## src/verilog/exec_pkg.sv

```systemverilog
`default_nettype none

package exec_pkg;

    // ############################################################
    // widths
    // ############################################################

    parameter int xlen     = 32;
    parameter int tag_bits = 5;   // destination register index

    // ############################################################
    // opcodes
    // ############################################################

    typedef enum logic [2:0] {
        alu_add  = 3'd0,
        alu_sub  = 3'd1,
        alu_and  = 3'd2,
        alu_or   = 3'd3,
        alu_xor  = 3'd4,
        alu_slt  = 3'd5,   // signed compare
        alu_sltu = 3'd6
    } alu_op_e;

    typedef enum logic {
        mul_mul  = 1'b0,   // low half of signed product
        mul_mulh = 1'b1    // high half of signed product
    } mul_op_e;

    typedef enum logic {
        unit_alu = 1'b0,
        unit_mul = 1'b1
    } unit_e;

    // ############################################################
    // stream payloads
    // ############################################################

    typedef struct packed {
        alu_op_e             op;
        logic [xlen-1:0]     a;
        logic [xlen-1:0]     b;
        logic [tag_bits-1:0] tag;
    } alu_req_t;   // 72 bits

    typedef struct packed {
        mul_op_e             op;
        logic [xlen-1:0]     a;
        logic [xlen-1:0]     b;
        logic [tag_bits-1:0] tag;
    } mul_req_t;   // 70 bits

    typedef struct packed {
        unit_e               src;
        logic [tag_bits-1:0] tag;
        logic [xlen-1:0]     data;
    } commit_t;    // 38 bits

endpackage

`default_nettype wire

```

## src/verilog/alu_unit.sv

```systemverilog
`default_nettype none

module alu_unit #(
    parameter int xlen_p = exec_pkg::xlen,
    parameter int tag_p  = exec_pkg::tag_bits
) (
    input  wire               clk,
    input  wire               reset,

    input  wire               req_valid,
    output logic              req_ready,
    input  exec_pkg::alu_req_t req,

    output logic              rsp_valid,
    input  wire               rsp_ready,
    output exec_pkg::commit_t rsp
);
    import exec_pkg::*;

    logic [xlen_p-1:0] result;
    logic [xlen_p-1:0] data_q;
    logic [tag_p-1:0]  tag_q;
    logic              valid_q;
    logic              accept;

    always_comb begin
        case (req.op)
            alu_add:  result = req.a + req.b;
            alu_sub:  result = req.a - req.b;
            alu_and:  result = req.a & req.b;
            alu_or:   result = req.a | req.b;
            alu_xor:  result = req.a ^ req.b;
            alu_slt:  result = {{(xlen_p-1){1'b0}}, $signed(req.a) < $signed(req.b)};
            alu_sltu: result = {{(xlen_p-1){1'b0}}, req.a < req.b};
            default:  result = '0;
        endcase
    end

    assign req_ready = !valid_q || rsp_ready;   // empty or draining this cycle
    assign accept    = req_valid && req_ready;

    always_ff @(posedge clk) begin
        if (reset) begin
            valid_q <= 1'b0;
        end else if (req_ready) begin
            valid_q <= req_valid;
        end
    end

    always_ff @(posedge clk) begin
        if (accept) begin
            data_q <= result;
            tag_q  <= req.tag;
        end
    end

    assign rsp_valid = valid_q;
    assign rsp       = '{src: unit_alu, tag: tag_q, data: data_q};

endmodule

`default_nettype wire

```

## src/verilog/commit_arbiter.sv

```systemverilog
`default_nettype none

module commit_arbiter (
    input  wire               clk,
    input  wire               reset,

    input  wire               alu_valid,
    output logic              alu_ready,
    input  exec_pkg::commit_t alu_rsp,

    input  wire               mul_valid,
    output logic              mul_ready,
    input  exec_pkg::commit_t mul_rsp,

    output logic              out_valid,
    input  wire               out_ready,
    output exec_pkg::commit_t out
);

    logic prio_mul_q;   // 0 favours alu on a tie
    logic grant_alu;
    logic grant_mul;
    logic both_valid;
    logic fire;

    // ############################################################
    // grant
    // ############################################################

    assign both_valid = alu_valid && mul_valid;

    always_comb begin
        grant_alu = 1'b0;
        grant_mul = 1'b0;
        if (both_valid) begin
            grant_mul = prio_mul_q;
            grant_alu = !prio_mul_q;
        end else begin
            grant_alu = alu_valid;
            grant_mul = mul_valid;
        end
    end

    assign out_valid = alu_valid || mul_valid;
    assign out       = grant_mul ? mul_rsp : alu_rsp;
    assign alu_ready = grant_alu && out_ready;   // loser sees ready low
    assign mul_ready = grant_mul && out_ready;
    assign fire      = out_valid && out_ready;

    // ############################################################
    // round-robin priority
    // ############################################################

    always_ff @(posedge clk) begin
        if (reset) begin
            prio_mul_q <= 1'b0;
        end else if (fire && both_valid) begin
            prio_mul_q <= !prio_mul_q;
        end
    end

endmodule

`default_nettype wire

```

## src/verilog/exec_top.sv

```systemverilog
`default_nettype none

module exec_top #(
    parameter int xlen_p = exec_pkg::xlen,
    parameter int tag_p  = exec_pkg::tag_bits
) (
    input  wire                clk,
    input  wire                reset,

    input  wire                alu_req_valid,
    output logic               alu_req_ready,
    input  exec_pkg::alu_req_t alu_req,

    input  wire                mul_req_valid,
    output logic               mul_req_ready,
    input  exec_pkg::mul_req_t mul_req,

    output logic               commit_valid,
    input  wire                commit_ready,
    output exec_pkg::commit_t  commit
);
    import exec_pkg::*;

    // buffered requests
    logic     alu_q_valid;
    logic     alu_q_ready;
    alu_req_t alu_q;
    logic     mul_q_valid;
    logic     mul_q_ready;
    mul_req_t mul_q;

    // unit results
    logic     alu_rsp_valid;
    logic     alu_rsp_ready;
    commit_t  alu_rsp;
    logic     mul_rsp_valid;
    logic     mul_rsp_ready;
    commit_t  mul_rsp;

    // arbiter output
    logic     arb_valid;
    logic     arb_ready;
    commit_t  arb_out;

    // ############################################################
    // input stages
    // ############################################################

    skid_buffer #(.payload_t(alu_req_t), .passthru(1'b0), .out_reg(1'b0)) alu_in_buf (
        .clk       (clk),
        .reset     (reset),
        .valid_in  (alu_req_valid),
        .ready_in  (alu_req_ready),
        .data_in   (alu_req),
        .valid_out (alu_q_valid),
        .ready_out (alu_q_ready),
        .data_out  (alu_q)
    );

    skid_buffer #(.payload_t(mul_req_t), .passthru(1'b0), .out_reg(1'b0)) mul_in_buf (
        .clk       (clk),
        .reset     (reset),
        .valid_in  (mul_req_valid),
        .ready_in  (mul_req_ready),
        .data_in   (mul_req),
        .valid_out (mul_q_valid),
        .ready_out (mul_q_ready),
        .data_out  (mul_q)
    );

    // ############################################################
    // execution units
    // ############################################################

    alu_unit #(.xlen_p(xlen_p), .tag_p(tag_p)) i_alu (
        .clk       (clk),
        .reset     (reset),
        .req_valid (alu_q_valid),
        .req_ready (alu_q_ready),
        .req       (alu_q),
        .rsp_valid (alu_rsp_valid),
        .rsp_ready (alu_rsp_ready),
        .rsp       (alu_rsp)
    );

    mul_unit #(.xlen_p(xlen_p), .tag_p(tag_p)) i_mul (
        .clk       (clk),
        .reset     (reset),
        .req_valid (mul_q_valid),
        .req_ready (mul_q_ready),
        .req       (mul_q),
        .rsp_valid (mul_rsp_valid),
        .rsp_ready (mul_rsp_ready),
        .rsp       (mul_rsp)
    );

    // ############################################################
    // commit path
    // ############################################################

    commit_arbiter i_arb (
        .clk       (clk),
        .reset     (reset),
        .alu_valid (alu_rsp_valid),
        .alu_ready (alu_rsp_ready),
        .alu_rsp   (alu_rsp),
        .mul_valid (mul_rsp_valid),
        .mul_ready (mul_rsp_ready),
        .mul_rsp   (mul_rsp),
        .out_valid (arb_valid),
        .out_ready (arb_ready),
        .out       (arb_out)
    );

    skid_buffer #(.payload_t(commit_t), .passthru(1'b0), .out_reg(1'b1)) commit_buf (
        .clk       (clk),
        .reset     (reset),
        .valid_in  (arb_valid),
        .ready_in  (arb_ready),
        .data_in   (arb_out),
        .valid_out (commit_valid),
        .ready_out (commit_ready),
        .data_out  (commit)
    );

endmodule

`default_nettype wire

```

## src/verilog/mul_unit.sv

```systemverilog
`default_nettype none

module mul_unit #(
    parameter int xlen_p = exec_pkg::xlen,
    parameter int tag_p  = exec_pkg::tag_bits
) (
    input  wire               clk,
    input  wire               reset,

    input  wire               req_valid,
    output logic              req_ready,
    input  exec_pkg::mul_req_t req,

    output logic              rsp_valid,
    input  wire               rsp_ready,
    output exec_pkg::commit_t rsp
);
    import exec_pkg::*;

    // stage 1 operands
    logic signed [2*xlen_p-1:0] a_s1;
    logic signed [2*xlen_p-1:0] b_s1;
    mul_op_e                    op_s1;
    logic [tag_p-1:0]           tag_s1;
    logic                       valid_s1;

    // stage 2 product
    logic signed [2*xlen_p-1:0] prod_s2;
    mul_op_e                    op_s2;
    logic [tag_p-1:0]           tag_s2;
    logic                       valid_s2;

    logic                       en;
    logic [xlen_p-1:0]          result;

    assign en        = !valid_s2 || rsp_ready;   // one enable for both stages
    assign req_ready = en;

    // ############################################################
    // valid bits
    // ############################################################

    always_ff @(posedge clk) begin
        if (reset) begin
            valid_s1 <= 1'b0;
            valid_s2 <= 1'b0;
        end else if (en) begin
            valid_s1 <= req_valid;
            valid_s2 <= valid_s1;
        end
    end

    // ############################################################
    // datapath
    // ############################################################

    always_ff @(posedge clk) begin
        if (en && req_valid) begin
            a_s1   <= {{xlen_p{req.a[xlen_p-1]}}, req.a};   // sign extend
            b_s1   <= {{xlen_p{req.b[xlen_p-1]}}, req.b};
            op_s1  <= req.op;
            tag_s1 <= req.tag;
        end
        if (en && valid_s1) begin
            prod_s2 <= a_s1 * b_s1;
            op_s2   <= op_s1;
            tag_s2  <= tag_s1;
        end
    end

    assign result = (op_s2 == mul_mulh) ? prod_s2[2*xlen_p-1:xlen_p]
                                        : prod_s2[xlen_p-1:0];

    assign rsp_valid = valid_s2;
    assign rsp       = '{src: unit_mul, tag: tag_s2, data: result};

endmodule

`default_nettype wire

```

## src/verilog/skid_buffer.sv

```systemverilog
`default_nettype none

module skid_buffer #(
    parameter type payload_t = logic,
    parameter bit  passthru  = 1'b0,
    parameter bit  out_reg   = 1'b0
) (
    input  wire      clk,
    input  wire      reset,

    input  wire      valid_in,
    output logic     ready_in,
    input  payload_t data_in,

    output logic     valid_out,
    input  wire      ready_out,
    output payload_t data_out
);

    if (passthru) begin : g_passthru

        // ############################################################
        // wires only
        // ############################################################

        assign valid_out = valid_in;
        assign ready_in  = ready_out;
        assign data_out  = data_in;

    end else if (out_reg) begin : g_out_reg

        // ############################################################
        // output register plus one overflow entry
        // ############################################################

        payload_t out_q;
        payload_t spill_q;
        logic     valid_q;
        logic     spill_full_q;
        logic     take;
        logic     stall;

        assign take  = valid_in && ready_in;
        assign stall = valid_q && !ready_out;

        always_ff @(posedge clk) begin
            if (reset) begin
                valid_q      <= 1'b0;
                spill_full_q <= 1'b0;
            end else begin
                if (!stall) begin
                    valid_q <= valid_in || spill_full_q;
                end
                if (ready_out) begin
                    spill_full_q <= 1'b0;   // drained into out_q
                end else if (valid_in && valid_q) begin
                    spill_full_q <= 1'b1;
                end
            end
        end

        always_ff @(posedge clk) begin
            if (take) begin
                spill_q <= data_in;
            end
            if (!stall && !spill_full_q) begin
                out_q <= data_in;
            end else if (ready_out) begin
                out_q <= spill_q;
            end
        end

        assign ready_in  = !spill_full_q;   // registered, no path from ready_out
        assign valid_out = valid_q;
        assign data_out  = out_q;

    end else begin : g_two_entry

        // ############################################################
        // two word shift store with read pointer
        // ############################################################

        payload_t store_q [2];
        logic     rd_ptr_q;   // 1 when empty or holding two
        logic     valid_q;
        logic     ready_q;
        logic     push;
        logic     pop;

        assign push = valid_in && ready_q;
        assign pop  = valid_q && ready_out;

        always_ff @(posedge clk) begin
            if (reset) begin
                valid_q  <= 1'b0;
                ready_q  <= 1'b1;
                rd_ptr_q <= 1'b1;
            end else begin
                case ({push, pop})
                    2'b10: begin
                        valid_q <= 1'b1;
                        ready_q <= rd_ptr_q;   // full once the second word lands
                    end
                    2'b01: begin
                        ready_q <= 1'b1;
                        valid_q <= rd_ptr_q;
                    end
                    default: ;
                endcase
                if (push ^ pop) begin
                    rd_ptr_q <= !rd_ptr_q;
                end
            end
        end

        always_ff @(posedge clk) begin
            if (push) begin
                store_q[1] <= store_q[0];
                store_q[0] <= data_in;
            end
        end

        assign ready_in  = ready_q;
        assign valid_out = valid_q;
        assign data_out  = store_q[rd_ptr_q];

    end

endmodule

`default_nettype wire
```

## config.mk

```make
export PLATFORM = sky130hd
export DESIGN_NAME = exec_top
export DESIGN_NICKNAME = d
export VERILOG_FILES = /design/src/verilog/exec_pkg.sv /design/src/verilog/alu_unit.sv /design/src/verilog/commit_arbiter.sv /design/src/verilog/exec_top.sv /design/src/verilog/mul_unit.sv /design/src/verilog/skid_buffer.sv
export SDC_FILE = /design/constraint.sdc
export NUM_CORES = 2
export LEC_CHECK = 0
export ABC_CLOCK_PERIOD_IN_PS = 9960
export CAP_MARGIN = 15
export CORE_MARGIN = 5
export CORE_UTILIZATION = 30
export CTS_CLUSTER_SIZE = 8
export DETAILED_ROUTE_END_ITERATION = 10
export DONT_BUFFER_PORTS = 1
export PLACE_DENSITY = 0.47
export SYNTH_ARGS = -nofsm -noshare
export SYNTH_HDL_FRONTEND = slang
export SYNTH_HIERARCHICAL = 1
export SYNTH_SLANG_ARGS = --single-unit
```

## constraint.sdc

```tcl
create_clock -name clk -period 9.96 [get_ports clk]
set_input_delay 0 -clock clk [delete_from_list [all_inputs] [get_ports clk]]
set_output_delay 0 -clock clk [all_outputs]
set_load 0.02 [all_outputs]
```

==> metrics.txt <==
# TYPE chip_impl_metric gauge
chip_impl_metric{name="detailedPlace.worstSlack",unit="ns"} 0.767
chip_impl_metric{name="timing.critical_path.fanout_max",unit=""} 21
chip_impl_metric{name="final-seq-area",unit="um^2"} 16400
chip_impl_metric{name="crit_path_max_incr_delay",unit="ns"} 0.86
chip_impl_metric{name="critical_path.n_buffers_inverters",unit=""} 7
chip_impl_info{name="crit_path_top_delay_cell",value="sky130_fd_sc_hd__fa_1"} 1
chip_impl_metric{name="synth.distinct_cells",unit=""} 104
chip_impl_metric{name="placement_rows",unit=""} 167
chip_impl_info{name="grt_setup_unrepaired",value="no"} 1
chip_impl_metric{name="cp.arrival",unit="ns"} 9.33
chip_impl_info{name="hold_path.class",value="input port to flip-flop"} 1
chip_impl_metric{name="global_route.usage.met1",unit=""} 0.216
chip_impl_metric{name="boundaryPins",unit=""} 188
chip_impl_info{name="synth_flop_cell",value="sky130_fd_sc_hd__edfxtp_1"} 1
chip_impl_metric{name="fillers",unit=""} 20748
chip_impl_info{name="timing.setup.critical_path_class",value="flip-flop to flip-flop"} 1
chip_impl_metric{name="globalRouteTotalUtil",unit=""} 0.155
chip_impl_metric{name="ys.warnings.count",unit=""} 6
chip_impl_metric{name="postSynthNetCount",unit=""} 7137
chip_impl_info{name="final_cell_mix",value="sky130_fd_sc_hd__fa_1, sky130_fd_sc_hd__inv_1, sky130_fd_sc_hd__nand2_1"} 1
chip_impl_metric{name="layout.nets",unit=""} 7315
chip_impl_metric{name="setup_tns",unit="ns"} 0
chip_impl_metric{name="max_freq",unit="GHz"} 0.113
chip_impl_metric{name="detailedRoute.firstPassIterationCount",unit=""} 6
chip_impl_metric{name="postCtsSetupBuffers",unit=""} 0
chip_impl_metric{name="wirelength",unit="um"} 167000
chip_impl_metric{name="cts_sink_cnt",unit=""} 551
chip_impl_metric{name="reg2reg_depth",unit=""} 24
chip_impl_info{name="worst_setup_path_start_kind",value="flip-flop"} 1
chip_impl_info{name="mostFrequentLayoutCell",value="sky130_fd_sc_hd__fa_1"} 1
chip_impl_info{name="r2r-end",value="i_mul/prod_s2[63]"} 1
chip_impl_metric{name="globalRouteOverflowTotal",unit=""} 0
chip_impl_info{name="synth_top_area_cell",value="sky130_fd_sc_hd__fa_1"} 1
chip_impl_metric{name="worstMarginPinSlew",unit="ns"} 1.21
chip_impl_metric{name="fp.dieH",unit="um"} 466
chip_impl_metric{name="ctsLongestPathBuffers",unit=""} 3
chip_impl_metric{name="yosysTopAreaCellShare",unit=""} 0.349
chip_impl_metric{name="placement.io_buffers",unit=""} 0
chip_impl_metric{name="final_hold_violations",unit=""} 0
chip_impl_info{name="cp_cell_sequence",value="nand2_1, inv_1, fa_1, inv_1, fa_1, inv_1, fa_1, fa_1, inv_1, fa_1, inv_1, fa_1, inv_1, fa_1, inv_1, fa_1, ha_1, nand4_1, and3b_1, o21a_1, o31ai_1, a211oi_1, a21oi_1, o311a_1"} 1
chip_impl_metric{name="timing_max_transition_violations_final",unit=""} 0
chip_impl_info{name="cts_tree",value="done"} 1
chip_impl_metric{name="path_clk_slew",unit="ns"} 0.05
chip_impl_metric{name="synth.avg_cell_area",unit="um^2"} 11.1
chip_impl_metric{name="synth_sequential_area_ratio",unit=""} 0.264
chip_impl_metric{name="setup_viol",unit=""} 0
chip_impl_metric{name="cts_inserted_buffers",unit=""} 83
chip_impl_metric{name="setup_ws",unit="ns"} 1.08
chip_impl_metric{name="starting_density",unit=""} 0.301
chip_impl_metric{name="rrSetupSlack",unit="ns"} 1.08
chip_impl_metric{name="detailroute.via_count",unit=""} 39885
chip_impl_metric{name="dp.final_hpwl",unit="um"} 131000
chip_impl_metric{name="grt_first_pass_wirelength",unit="um"} 261000
chip_impl_metric{name="gr-usage-met3",unit=""} 0.0279
chip_impl_metric{name="first_global_vias",unit=""} 43373
chip_impl_metric{name="later_pin_clock_latency_in_the_skew_report",unit="ns"} 0.72
chip_impl_info{name="outcome",value="completed"} 1
chip_impl_metric{name="timing.critical_path.required",unit="ns"} 10.41
chip_impl_metric{name="route.detailed.wl_per_inst",unit="um"} 19.5
chip_impl_metric{name="mappedNetlistArea",unit="um^2"} 62200
chip_impl_metric{name="post_dp_cell_area",unit="um^2"} 65000
chip_impl_metric{name="ctsResizeCount",unit=""} 0
chip_impl_metric{name="finalCriticalPeriod",unit="ns"} 8.88
chip_impl_metric{name="cts_hold_repair.buffers",unit=""} 289
chip_impl_metric{name="drv.max_cap_violation_count",unit=""} 0
chip_impl_metric{name="netlist_instances",unit=""} 5615
chip_impl_metric{name="dieArea",unit="um^2"} 217000
chip_impl_metric{name="skew",unit="ns"} 0.0487
chip_impl_metric{name="core",unit="um^2"} 207000
chip_impl_info{name="worst_path_most_repeated_cell",value="sky130_fd_sc_hd__fa_1"} 1
chip_impl_metric{name="number_of_enable_type_register_cells_in_the_synthesized_netlist",unit=""} 537
chip_impl_metric{name="fraction_of_layout_cells_with_a_size_suffix_above_1",unit=""} 0.0857
chip_impl_metric{name="layout_worst_path_cycle_share",unit=""} 0.892
chip_impl_info{name="grt_most_used_layer",value="met2"} 1
chip_impl_info{name="ys_top_cells_by_area",value="sky130_fd_sc_hd__fa_1, sky130_fd_sc_hd__edfxtp_1, sky130_fd_sc_hd__inv_1, sky130_fd_sc_hd__ha_1, sky130_fd_sc_hd__and2_1"} 1
chip_impl_metric{name="area_growth_from_synthesis_to_final_layout",unit="%"} 13.1
chip_impl_metric{name="final_design_area_no_fill",unit="um^2"} 70400
chip_impl_metric{name="postSynthRegisterBits",unit=""} 551
chip_impl_info{name="critPathCaptureType",value="flip-flop"} 1
chip_impl_metric{name="critical_path_cell_count",unit=""} 24
chip_impl_metric{name="htree_levels",unit=""} 3
chip_impl_metric{name="timing.hold.ws",unit="ns"} 0.226
chip_impl_info{name="worst_setup_path_startpoint",value="i_mul/b_s1[5]"} 1
chip_impl_info{name="r2r_start",value="i_mul/b_s1[5]"} 1
chip_impl_metric{name="routed_via_density",unit=""} 4.67
chip_impl_metric{name="grt_max_degree",unit=""} 79
chip_impl_metric{name="drc",unit=""} 0
chip_impl_metric{name="die_w",unit="um"} 466
chip_impl_metric{name="asyncSetResetFlopFracSynth",unit=""} 0
chip_impl_metric{name="multi_input_comb_area",unit="um^2"} 40400
chip_impl_metric{name="drt_iter0_markers",unit=""} 2474
chip_impl_info{name="clock_tree_root_driver_cell",value="sky130_fd_sc_hd__clkbuf_16"} 1
chip_impl_info{name="timing.critical_path.to",value="i_mul/prod_s2[63]"} 1
chip_impl_metric{name="grt_use_met2",unit=""} 0.251
chip_impl_metric{name="timing.slew.headroom",unit=""} 0.191
chip_impl_metric{name="remaining_antenna_violation_count_after_routing",unit=""} 0
chip_impl_metric{name="antenna_found_initial",unit=""} 7
chip_impl_info{name="critical-path-top-delay-family",value="adder cells"} 1
chip_impl_metric{name="finalWeightedCongestion",unit=""} 0.837
## registers in the layout, summed over array words and instances, names as in the netlist, 5 cells and up, named ones only
| name | cells |
|---|---|
| commit_buf/data_out | 38 |
| i_mul/tag_s2 | 5 |
| i_alu/tag_q | 5 |
| alu_in_buf/g_two_entry.store_q | 144 |
| i_mul/b_s1 | 32 |
| commit_buf/g_out_reg.spill_q | 38 |
| i_mul/prod_s2 | 64 |
| i_mul/tag_s1 | 5 |
| i_alu/data_q | 32 |
| mul_in_buf/g_two_entry.store_q | 140 |
| i_mul/a_s1 | 32 |
## worst reg2reg max path, cell delays in order, from the launching register on
cell	delay, ns
sky130_fd_sc_hd__edfxtp_1	0.80
sky130_fd_sc_hd__nand2_1	0.27
sky130_fd_sc_hd__inv_1	0.13
sky130_fd_sc_hd__fa_1	0.41
sky130_fd_sc_hd__inv_1	0.25
sky130_fd_sc_hd__fa_1	0.47
sky130_fd_sc_hd__inv_1	0.22
sky130_fd_sc_hd__fa_1	0.50
sky130_fd_sc_hd__fa_1	0.86
sky130_fd_sc_hd__inv_1	0.41
sky130_fd_sc_hd__fa_1	0.60
sky130_fd_sc_hd__inv_1	0.06
sky130_fd_sc_hd__fa_1	0.53
sky130_fd_sc_hd__inv_1	0.05
sky130_fd_sc_hd__fa_1	0.47
sky130_fd_sc_hd__inv_1	0.05
sky130_fd_sc_hd__fa_1	0.45
sky130_fd_sc_hd__ha_1	0.43
sky130_fd_sc_hd__nand4_1	0.15
sky130_fd_sc_hd__and3b_1	0.24
sky130_fd_sc_hd__o21a_1	0.14
sky130_fd_sc_hd__o31ai_1	0.13
sky130_fd_sc_hd__a211oi_1	0.56
sky130_fd_sc_hd__a21oi_1	0.15
sky130_fd_sc_hd__o311a_1	0.29
## kinds of logic after synthesis
family                   Yosys count  synth area share
AND/OR/NAND/NOR                 1433             0.114
adder cells (fa/ha/maj)         1375             0.407
buffers and inverters           1358            0.0876
flip-flops                       551             0.264
AO/OA/AOI/OAI                    542            0.0581
multiplexers                     264            0.0572
XOR/XNOR                          90            0.0127
other                              2          0.000121
## stage by stage
stage | utilization | cells
3_5_place_dp | 0.314 | 8118
4_1_cts | 0.340 | 8533
2_1_floorplan | - | 5615
3_3_place_gp | 0.314 | 8117
5_1_grt | 0.340 | 8539
6_report | 0.340 | 8540
## worst min path at each step
stage	startpoint	endpoint	slack [ns]	cells past startpoint
final	reset	i_arb/prio_mul_q	0.23	2
after detailed placement	reset	i_alu/rsp_valid	0.07	1
after CTS	reset	i_arb/prio_mul_q	0.14	2
after global routing	reset	i_arb/prio_mul_q	0.24	2
after floorplan	reset	commit_buf/valid_out	0.07	1
after global placement	reset	commit_buf/valid_out	0.07	1
## metal layers
layer	routed length, um	vias up
met4	3950	0
li1	-	17926
met5	0	-
met3	9040	178
met1	75700	20911
met2	77800	870
## Yosys cell counts, types with 12 or more instances
cell type	n
sky130_fd_sc_hd__o31ai_1	13
sky130_fd_sc_hd__nor4_1	12
sky130_fd_sc_hd__dfxtp_1	14
sky130_fd_sc_hd__clkbuf_1	244
sky130_fd_sc_hd__mux2_4	158
sky130_fd_sc_hd__nor2_1	150
sky130_fd_sc_hd__inv_1	1060
sky130_fd_sc_hd__o22ai_1	13
sky130_fd_sc_hd__nand2_1	594
sky130_fd_sc_hd__a21o_1	43
sky130_fd_sc_hd__nand3_1	28
sky130_fd_sc_hd__a31oi_1	23
sky130_fd_sc_hd__ha_1	291
sky130_fd_sc_hd__a211oi_1	23
sky130_fd_sc_hd__mux2i_1	13
sky130_fd_sc_hd__nor3_1	31
sky130_fd_sc_hd__o21a_1	13
sky130_fd_sc_hd__buf_12	16
sky130_fd_sc_hd__nand4_1	20
sky130_fd_sc_hd__a21oi_1	175
sky130_fd_sc_hd__xnor2_1	60
sky130_fd_sc_hd__edfxtp_1	537
sky130_fd_sc_hd__nand2b_1	24
sky130_fd_sc_hd__o21ai_0	95
sky130_fd_sc_hd__fa_1	1084
sky130_fd_sc_hd__mux2_2	90
sky130_fd_sc_hd__xor2_1	30
sky130_fd_sc_hd__o211ai_1	18
sky130_fd_sc_hd__and2_1	519
sky130_fd_sc_hd__o21bai_1	27
## final cells by class
class | instances | share of cell area
diodes | 2 | 0.0000711
clock buffers | 110 | 0.0311
clock inverters | 16 | 0.00299
inverters | 1064 | 0.0570
multi-input cells | 3706 | 0.574
flip-flops and latches | 551 | 0.233
well taps | 2704 | 0.0481
repair buffers | 387 | 0.0533
Power is not shown: default switching activity piles up to over one toggle a cycle in this logic, so the estimate is an artifact.
